File: src/ws2812_pkg.sv
package ws2812_pkg;

    // timing in sys_clk cycles, 50 MHz
    localparam int unsigned RESET_GAP_CYCLES = 5000;  // 100 us low before data
    localparam int unsigned BIT_CYCLES       = 68;    // 1.36 us slot
    localparam int unsigned T0H_CYCLES       = 17;    // 0.34 us high
    localparam int unsigned T1H_CYCLES       = 51;    // 1.02 us high

    // strip geometry
    localparam int unsigned BITS_PER_PIXEL   = 24;
    localparam int unsigned PIXELS_PER_STRIP = 20;
    localparam int unsigned FRAME_PIXELS     = 40;
    localparam int unsigned FRAME_BITS       = 960;

    // pixel as held in the input frame
    typedef struct packed {
        logic [7:0] red;
        logic [7:0] green;
        logic [7:0] blue;
    } pixel_rgb_t;

    // byte order on the wire
    typedef struct packed {
        logic [7:0] green;
        logic [7:0] red;
        logic [7:0] blue;
    } pixel_grb_t;

    typedef union packed {
        logic [23:0] bits;  // shifted out from bit 23
        pixel_grb_t  grb;
    } pixel_word_u;

    typedef struct packed {
        logic       active;     // data slots running
        logic [4:0] pixel_idx;  // 0..19
        logic [4:0] bit_idx;    // 0 goes out first
        logic [6:0] phase;      // 0..67
    } ws2812_slot_t;

endpackage

File: src/ws2812_pixel_buffer.sv
`timescale 1ns/1ps

module ws2812_pixel_buffer (
    input  logic                                   sys_clk,
    input  logic                                   sys_rst_n,
    input  logic                                   frame_start,
    input  logic [ws2812_pkg::FRAME_BITS-1:0]      frame_data,
    input  ws2812_pkg::ws2812_slot_t               slot,
    output ws2812_pkg::pixel_word_u                pixel_a,
    output ws2812_pkg::pixel_word_u                pixel_b
);

    logic [ws2812_pkg::FRAME_BITS-1:0] frame_q;
    logic [5:0]                        idx_a;
    logic [5:0]                        idx_b;
    ws2812_pkg::pixel_rgb_t            rgb_a;
    ws2812_pkg::pixel_rgb_t            rgb_b;

    // frame is held until the next start
    always_ff @(posedge sys_clk or negedge sys_rst_n) begin
        if (!sys_rst_n) begin
            frame_q <= '0;
        end else if (frame_start) begin
            frame_q <= frame_data;
        end
    end

    // strip b walks the upper half backwards
    assign idx_a = {1'b0, slot.pixel_idx};
    assign idx_b = 6'(ws2812_pkg::FRAME_PIXELS - 1) - idx_a;

    assign rgb_a = ws2812_pkg::pixel_rgb_t'(
        frame_q[idx_a * ws2812_pkg::BITS_PER_PIXEL +: ws2812_pkg::BITS_PER_PIXEL]);
    assign rgb_b = ws2812_pkg::pixel_rgb_t'(
        frame_q[idx_b * ws2812_pkg::BITS_PER_PIXEL +: ws2812_pkg::BITS_PER_PIXEL]);

    // rgb in, grb out
    always_comb begin
        pixel_a.grb.green = rgb_a.green;
        pixel_a.grb.red   = rgb_a.red;
        pixel_a.grb.blue  = rgb_a.blue;
        pixel_b.grb.green = rgb_b.green;
        pixel_b.grb.red   = rgb_b.red;
        pixel_b.grb.blue  = rgb_b.blue;
    end

endmodule

File: src/ws2812_sequencer.sv
`timescale 1ns/1ps

module ws2812_sequencer (
    input  logic                     sys_clk,
    input  logic                     sys_rst_n,
    input  logic                     frame_start,
    output ws2812_pkg::ws2812_slot_t slot,
    output logic                     busy,
    output logic                     frame_done
);

    logic [$clog2(ws2812_pkg::RESET_GAP_CYCLES)-1:0] gap_cnt;
    logic                                             gap_end;
    logic                                             last_phase;
    logic                                             last_bit;
    logic                                             last_pixel;

    assign gap_end    = 32'(gap_cnt) == ws2812_pkg::RESET_GAP_CYCLES - 1;
    assign last_phase = slot.phase == 7'(ws2812_pkg::BIT_CYCLES - 1);
    assign last_bit   = slot.bit_idx == 5'(ws2812_pkg::BITS_PER_PIXEL - 1);
    assign last_pixel = slot.pixel_idx == 5'(ws2812_pkg::PIXELS_PER_STRIP - 1);

    always_ff @(posedge sys_clk or negedge sys_rst_n) begin
        if (!sys_rst_n) begin
            slot       <= '0;
            gap_cnt    <= '0;
            busy       <= 1'b0;
            frame_done <= 1'b0;
        end else begin
            frame_done <= 1'b0;
            if (frame_start) begin
                // new frame, also abandons one in flight
                slot    <= '0;
                gap_cnt <= '0;
                busy    <= 1'b1;
            end else if (busy && !slot.active) begin
                if (gap_end) begin
                    slot.active <= 1'b1;
                end else begin
                    gap_cnt <= gap_cnt + 1'b1;
                end
            end else if (slot.active) begin
                if (!last_phase) begin
                    slot.phase <= slot.phase + 1'b1;
                end else begin
                    slot.phase <= '0;
                    if (!last_bit) begin
                        slot.bit_idx <= slot.bit_idx + 1'b1;
                    end else begin
                        slot.bit_idx <= '0;
                        if (!last_pixel) begin
                            slot.pixel_idx <= slot.pixel_idx + 1'b1;
                        end else begin
                            // frame complete
                            slot.active    <= 1'b0;
                            slot.pixel_idx <= '0;
                            busy           <= 1'b0;
                            frame_done     <= 1'b1;
                        end
                    end
                end
            end
        end
    end

    a_phase_range: assert property (
        @(posedge sys_clk) disable iff (!sys_rst_n)
        slot.phase < 7'(ws2812_pkg::BIT_CYCLES)
    );

    a_pixel_range: assert property (
        @(posedge sys_clk) disable iff (!sys_rst_n)
        slot.active |-> slot.pixel_idx < 5'(ws2812_pkg::PIXELS_PER_STRIP)
    );

    a_done_single: assert property (
        @(posedge sys_clk) disable iff (!sys_rst_n)
        frame_done |=> !frame_done
    );

endmodule

File: src/ws2812_bit_encoder.sv
`timescale 1ns/1ps

module ws2812_bit_encoder (
    input  logic                     sys_clk,
    input  logic                     sys_rst_n,
    input  ws2812_pkg::ws2812_slot_t slot,
    input  ws2812_pkg::pixel_word_u  pixel,
    output logic                     line
);

    logic [4:0] bit_pos;
    logic       bit_val;
    logic [6:0] high_time;

    // msb first
    assign bit_pos = 5'(ws2812_pkg::BITS_PER_PIXEL - 1) - slot.bit_idx;
    assign bit_val = pixel.bits[bit_pos];

    assign high_time = bit_val ? 7'(ws2812_pkg::T1H_CYCLES)
                               : 7'(ws2812_pkg::T0H_CYCLES);

    // high from the first cycle of the slot
    always_ff @(posedge sys_clk or negedge sys_rst_n) begin
        if (!sys_rst_n) begin
            line <= 1'b0;
        end else begin
            line <= slot.active && (slot.phase < high_time);
        end
    end

    // line must stay low through the reset gap and after the frame
    a_low_when_idle: assert property (
        @(posedge sys_clk) disable iff (!sys_rst_n)
        !slot.active |=> !line
    );

endmodule

File: src/ws2812_top.sv
`timescale 1ns/1ps

module ws2812_top (
    input  logic                              sys_clk,
    input  logic                              sys_rst_n,
    input  logic                              frame_start,
    input  logic [ws2812_pkg::FRAME_BITS-1:0] frame_data,
    output logic                              strip_a,
    output logic                              strip_b,
    output logic                              busy,
    output logic                              frame_done
);

    ws2812_pkg::ws2812_slot_t slot;
    ws2812_pkg::pixel_word_u  pixel_a;
    ws2812_pkg::pixel_word_u  pixel_b;

    ws2812_sequencer u_sequencer (
        .sys_clk    (sys_clk),
        .sys_rst_n  (sys_rst_n),
        .frame_start(frame_start),
        .slot       (slot),
        .busy       (busy),
        .frame_done (frame_done)
    );

    ws2812_pixel_buffer u_pixel_buffer (
        .sys_clk    (sys_clk),
        .sys_rst_n  (sys_rst_n),
        .frame_start(frame_start),
        .frame_data (frame_data),
        .slot       (slot),
        .pixel_a    (pixel_a),
        .pixel_b    (pixel_b)
    );

    // both strips share one slot timing
    ws2812_bit_encoder u_enc_a (
        .sys_clk  (sys_clk),
        .sys_rst_n(sys_rst_n),
        .slot     (slot),
        .pixel    (pixel_a),
        .line     (strip_a)
    );

    ws2812_bit_encoder u_enc_b (
        .sys_clk  (sys_clk),
        .sys_rst_n(sys_rst_n),
        .slot     (slot),
        .pixel    (pixel_b),
        .line     (strip_b)
    );

endmodule

File: config.mk
export PLATFORM = sky130hd
export DESIGN_NAME = ws2812_top
export DESIGN_NICKNAME = d
export VERILOG_FILES = /design/src/ws2812_pkg.sv /design/src/ws2812_pixel_buffer.sv /design/src/ws2812_sequencer.sv /design/src/ws2812_bit_encoder.sv /design/src/ws2812_top.sv
export SDC_FILE = /design/constraint.sdc
export NUM_CORES = 2
export LEC_CHECK = 0
export BUFFER_PORTS_ARGS = -buffer_cell sky130_fd_sc_hd__buf_2
export CAP_MARGIN = 20
export CORE_AREA = 5 5 374 376
export DETAILED_ROUTE_END_ITERATION = 10
export DIE_AREA = 0 0 379 381
export SYNTH_ARGS = -nofsm -noshare
export SYNTH_HDL_FRONTEND = slang
export SYNTH_HIERARCHICAL = 1
export SYNTH_SLANG_ARGS = --single-unit
File: constraint.sdc
create_clock -name sys_clk -period 4.1 [get_ports sys_clk]
set_clock_uncertainty 0.2 [all_clocks]
set_input_delay 0.205 -clock sys_clk [delete_from_list [all_inputs] [get_ports sys_clk]]
set_output_delay 0.205 -clock sys_clk [all_outputs]
set_load 0.01 [all_outputs]
==> metrics.md, run 1 <==
| Metric | Value |
|---|---|
| Die W | `approximately 380 um` |
| YS warnings | `6` |
| Ys async rst share | `between 90% and 100%` |
| Mapped Cells | `about 3200` |
| H-Tree Depth | `3` |
| Last flow stage reached | `clock tree synthesis (4_1_cts)` |
| Ports | `just under 1000` |
| Post-Syn Area | `a little over 50000 sq um` |
| Post-synth top flop | `dfrtp_1` |
| Post-synth EDFFs | `0` |
| Root Buffer | `clkbuf_16` |
| Gpl congestion | `approximately 0.94` |
| PortBufs | `966` |
| Setup Fix Bufs, Post-CTS | `11` |
| Register area share after synthesis | `48.7%` |
| Chip Height | `381 um` |
| Synth cell types | `60` |
| Cells after DPL | `6124` |
| Post-DP Area | `61100 sq um` |
| # rows | `approximately 140` |
| CTS Sinks | `a little under 1000` |
| Clock Tree Buf Depth | `3` |
| Status | `did not finish` |
| Error | `[ERROR RSZ-0060] Max buffer count reached.` |
| CTS Buf Count | `114` |
| Hold Buf Count CTS | `1270` |
| Post-synth net total | `~4200` |
| HPWL after detailed placement | `between 150000 and 200000 um` |
| Mean Syn Cell Area | `about 16 sq um` |
| Yosys reg bits | `slightly below 1000` |
| Starting Density | `between 30% and 40%` |
| CTS-repair resized insts | `37` |
## per-stage QoR
step	utilization [%]	worst slack, ns
2_1_floorplan	-	0.00548
3_3_place_gp	44.7	-0.894
3_5_place_dp	44.7	-0.830
## logic make-up after synthesis
kind of cell	Yosys count	synth area share, %
compound gates	203	3.16
xor+xnor	13	0.223
fa+ha+maj	9	0.220
buf+inv	279	2.59
flops	995	48.7
mux	1531	43.2
simple gates	191	1.95
## cell usage after synthesis (3+ instances only)
cell type  instances  share of area (%)
and4b_1            3              0.059
nor3_1             5              0.049
mux2_2           960                 21
inv_1              7              0.051
nand2_1           91               0.67
nor2b_1            5              0.061
o21ai_0           10              0.098
a41oi_1            3              0.051
buf_6             14               0.31
ha_1               9               0.22
o32ai_1           24               0.41
a22o_1            48               0.82
mux2i_1          126                2.5
o21ai_1            5              0.049
nor2_1            23               0.17
nand3_1           11               0.11
nand3b_1           4              0.059
nand4_1            7              0.086
dfrtp_1          995                 49
xnor2_1            5              0.086
buf_2             62               0.61
xor2_1             8               0.14
buf_4             25               0.37
nor4b_1            3              0.051
buf_1             12              0.088
nor4_1             4              0.049
nand4b_1           3              0.051
mux4_2           440                 19
mux4_1             4               0.21
a211oi_1          49               0.72
o221ai_1          48               0.82
clkbuf_1         157                1.2
nand2b_1           4              0.049
a21oi_1            9              0.088
or2_2              3              0.037
==> inputs of run 2 (changes only) <==
--- a/config.mk
+++ b/config.mk
@@ -7,9 +7,10 @@
 export LEC_CHECK = 0
 export BUFFER_PORTS_ARGS = -buffer_cell sky130_fd_sc_hd__buf_2
 export CAP_MARGIN = 20
-export CORE_AREA = 5 5 374 376
+export CORE_AREA = 5 5 375 377
 export DETAILED_ROUTE_END_ITERATION = 10
-export DIE_AREA = 0 0 379 381
+export DIE_AREA = 0 0 380 382
+export PLACE_DENSITY_LB_ADDON = 0.15
 export SYNTH_ARGS = -nofsm -noshare
 export SYNTH_HDL_FRONTEND = slang
 export SYNTH_HIERARCHICAL = 1
==> constraint.sdc (replaced) <==
create_clock -name sys_clk -period 5.33 [get_ports sys_clk]
set_clock_uncertainty 0.2 [all_clocks]
set_input_delay 0.2665 -clock sys_clk [delete_from_list [all_inputs] [get_ports sys_clk]]
set_output_delay 0.2665 -clock sys_clk [all_outputs]
set_load 0.01 [all_outputs]
==> run 2 against run 1 <==
Effect of this change:
- the flow now finishes, with violations (negative hold slack)
- synthesized cell count unchanged
- synthesized area is the same
==> metrics.md, run 2 <==
| Metric | Value |
|---|---|
| Status | `finished with violations (was did not finish)` |
| Failing checks | `negative hold slack` |
| Met1 Use GR | `between 40% and 50%` |
| Register area | `24900 sq um` |
| Nets@finish | `6105` |
| M2 GR Usage | `between 40 and 50%` |
| Mean Syn Cell Area | `15.9 sq um (unchanged)` |
| Critical path's slowest cell | `a211oi_1` |
| Slew @ Worst Pin | `around 1.1 ns` |
| Area of the multi-input gates | `around 25000 sq um` |
| YS warnings | `6 (unchanged)` |
| Crit-path leading delay family | `compound AO/OA/AOI/OAI gates` |
| Setup Fix Bufs, Post-CTS | `0 (was 11)` |
| Detailed-route wire length | `about 220000 um` |
| Hold Crit Class | `input port to async pin` |
| CP endpoint kind | `flop` |
| PortBufs | `966 (unchanged)` |
| Vias in the first global route | `about 43000` |
| Yosys reg bits | `995 (unchanged)` |
| Drt first pass iters | `5` |
| Grt peak-use layer | `met2` |
| Ports | `967 (unchanged)` |
| Mapped Cells | `3221 (unchanged)` |
| Biggest area consumer among synthesized cells | `dfrtp_1 (unchanged)` |
| Starting Density | `37.4% (was 37.5%)` |
| Drt drc | `0` |
| First-pass GRT wire length | `315000 um` |
| Met3 usage | `under 10%` |
| CP Max Fanout | `23` |
| Peak per-stage delay on the critical path | `~0.84 ns` |
| Arrival time worst endpoint | `approximately 5.7 ns` |
| Core area | `roughly 140000 sq um` |
| Gr ovfl total | `0` |
| Routed Antenna Nets | `0` |
| Register area share after synthesis | `48.7% (unchanged)` |
| Max reg flops | `960` |
| CTS Sinks | `995 (unchanged)` |
| Highest Clock Rate | `roughly 190 MHz` |
| Cell depth of the worst setup path | `15` |
| Clock latency on the worst-skew pair | `about 0.74 ns` |
| Critical path buffer and inverter count | `3` |
| Largest net degree at the start of global routing | `about 140` |
| Power Dens Cells | `between 200 and 300 nW/um^2` |
| Root Buffer | `clkbuf_16 (unchanged)` |
| CP Class | `flop to flop` |
| Fillers | `about 12000` |
| Post-synth EDFFs | `0 (unchanged)` |
| Die area | `145000 sq um` |
| Commonest cells post-synth | `dfrtp_1, mux2_2, mux4_2, clkbuf_1, mux2i_1 (unchanged)` |
| # rows | `136 (unchanged)` |
| Final min period | `5.26 ns` |
| Cell mode on critical path | `buf_12` |
| Reg2Reg Depth | `15` |
| Synth cell types | `60 (unchanged)` |
| Finish-stage setup viols | `0` |
| Synth top area share | `48.7% (unchanged)` |
| Largest Register | `u_pixel_buffer/frame_q` |
| Share of cells above drive strength 1 | `52.0%` |
| Clk slew on worst S/H paths | `around 0.06 ns` |
| Post-Syn Area | `51200 sq um (unchanged)` |
| Vias post-DR | `roughly 40000` |
| Ys async rst share | `100% (unchanged)` |
| Top flop regs | `u_pixel_buffer/frame_q x960, u_sequencer/slot x18, u_sequencer/gap_cnt x13` |
| RSZ-0062 raised after global routing | `false` |
| Total track usage | `30.1%` |
| Setup Total Neg Slack | `0 ns` |
| CTS tree | `done` |
| Chip Height | `382 um (was 381 um)` |
| R2R Setup Slk | `between 0.06 and 0.07 ns` |
| Max cap viols | `0` |
| Worst ir drop on vdd | `~0.27 mV` |
| Slew Limit Fails | `0` |
| Gpl congestion | `0.948 (was 0.939)` |
| CP required | `~5.8 ns` |
| Die W | `380 um (was 379 um)` |
| Setup crit start kind | `flop` |
| DR vias/cell | `about 5.7` |
| Post-synth net total | `4193 (unchanged)` |
| Most area-consuming cells after synthesis | `dfrtp_1, mux2_2, mux4_2, mux2i_1, clkbuf_1 (unchanged)` |
| Post-synth top flop | `dfrtp_1 (unchanged)` |
| Final hold vios | `1` |
| H-Tree Depth | `3 (unchanged)` |
| DRT iter0 DRCs | `about 3600` |
| Slew HR | `28.1%` |
| Crit-path cells | `buf_12 -> buf_12 -> mux4_2 -> a22o_1 -> a211oi_1 -> buf_4 -> o32ai_1 -> mux4_1 -> o211ai_1 -> o21ai_1 -> nor3_2 -> ha_1 -> a2111oi_0 -> nor2_1 -> nor4b_1` |
| Clock Tree Buf Depth | `3 (unchanged)` |
| Worst hold slack | `-0.000784 ns` |
| Commonest non-fill, non-tap cell in the layout | `dfrtp_1` |
| CTS Buf Count | `114 (unchanged)` |
| Pleak | `around 30 nW` |
| Most common cell in the synthesized netlist | `dfrtp_1 (unchanged)` |
| Routed length per instance | `31.2 um` |
| Initial antenna violation count | `about 110` |
| HPWL after detailed placement | `167000 um (was 175000 um)` |
| Synth-to-Final Area Change | `41.2%` |
| Most frequent cells in the layout | `dfrtp_1, buf_2, dlygate4sd3_1` |
| Final worst-path cycle share | `between 90% and 100%` |
[run 2: cell counts after synthesis]
No cell type changed its count.
[run 2: path summary, 6_finish.rpt]
check / start / to
max: u_sequencer/slot[12]$_DFFE_PN0P_ / u_enc_b/line$_DFF_PN0_
min: sys_rst_n / u_pixel_buffer/frame_q[253]$_DFFE_PN0P_
max reg2reg: u_sequencer/slot[12]$_DFFE_PN0P_ / u_enc_b/line$_DFF_PN0_
min reg2reg: u_pixel_buffer/frame_q[791]$_DFFE_PN0P_ / u_pixel_buffer/frame_q[791]$_DFFE_PN0P_
max in group asynchronous: sys_rst_n / u_pixel_buffer/frame_q[899]$_DFFE_PN0P_
min in group sys_clk: frame_data[349] / u_pixel_buffer/frame_q[349]$_DFFE_PN0P_
[run 2: kinds of logic after synthesis]
family / synth area share (%)
flip-flops: 48.7
multiplexers: 43.2
XOR/XNOR: 0.223
buffers and inverters: 2.59
AO/OA/AOI/OAI: 3.16
adder cells (fa/ha/maj): 0.220
AND/OR/NAND/NOR: 1.95
[run 2: stage by stage]
stage / std cells / power [mW] / instance area, sq um / worst slack [ns] / util (%)
global placement: 5849 / 11.7 / 58600 / 0.229 / 42.8
finish: 7108 / 20.4 / 72200 / 0.0693 / 52.8
floorplan: 3221 / 10.2 / 51200 / 0.936 / -
detailed placement: 5849 / 11.8 / 58600 / 0.239 / 42.8
global route: 7098 / 21.1 / 72200 / 0.0291 / 52.8
CTS: 7018 / 20.5 / 72000 / 0.210 / 52.6
[run 2: final cells by class]
cell class / instances / share of cell area, %
timing repair buffer: 2066 / 22.2
clock buffer: 166 / 4.65
sequential: 995 / 34.5
inverter: 9 / 0.0485
multi-input combinational: 1947 / 34.6
antenna: 90 / 0.312
clock inverter: 41 / 0.617
tap: 1794 / 3.11
[run 2: power breakdown]
group | internal, mW | switching [mW] | leakage (nW)
registers | 8.29 | 0.641 | 11.7
clock network | 4.70 | 3.39 | 1.88
logic | 1.94 | 1.44 | 15.9
total | 14.9 | 5.47 | 29.5
[run 2: metal layers]
metal	part of all wire, %	vias to the layer above
met5	0.033	-
met2	44	2041
met1	41	21100
met4	6.6	12
met3	7.7	614
li1	-	16600
[run 2: repair_timing]
action | CTS | global route
hold buffers | 962 | 0
setup endpoints to repair | 0 | 1
endpoints found under the hold margin | 1124 | 0
resized for setup | 0 | 1
Note: power is estimated with default switching activity, not from simulation.
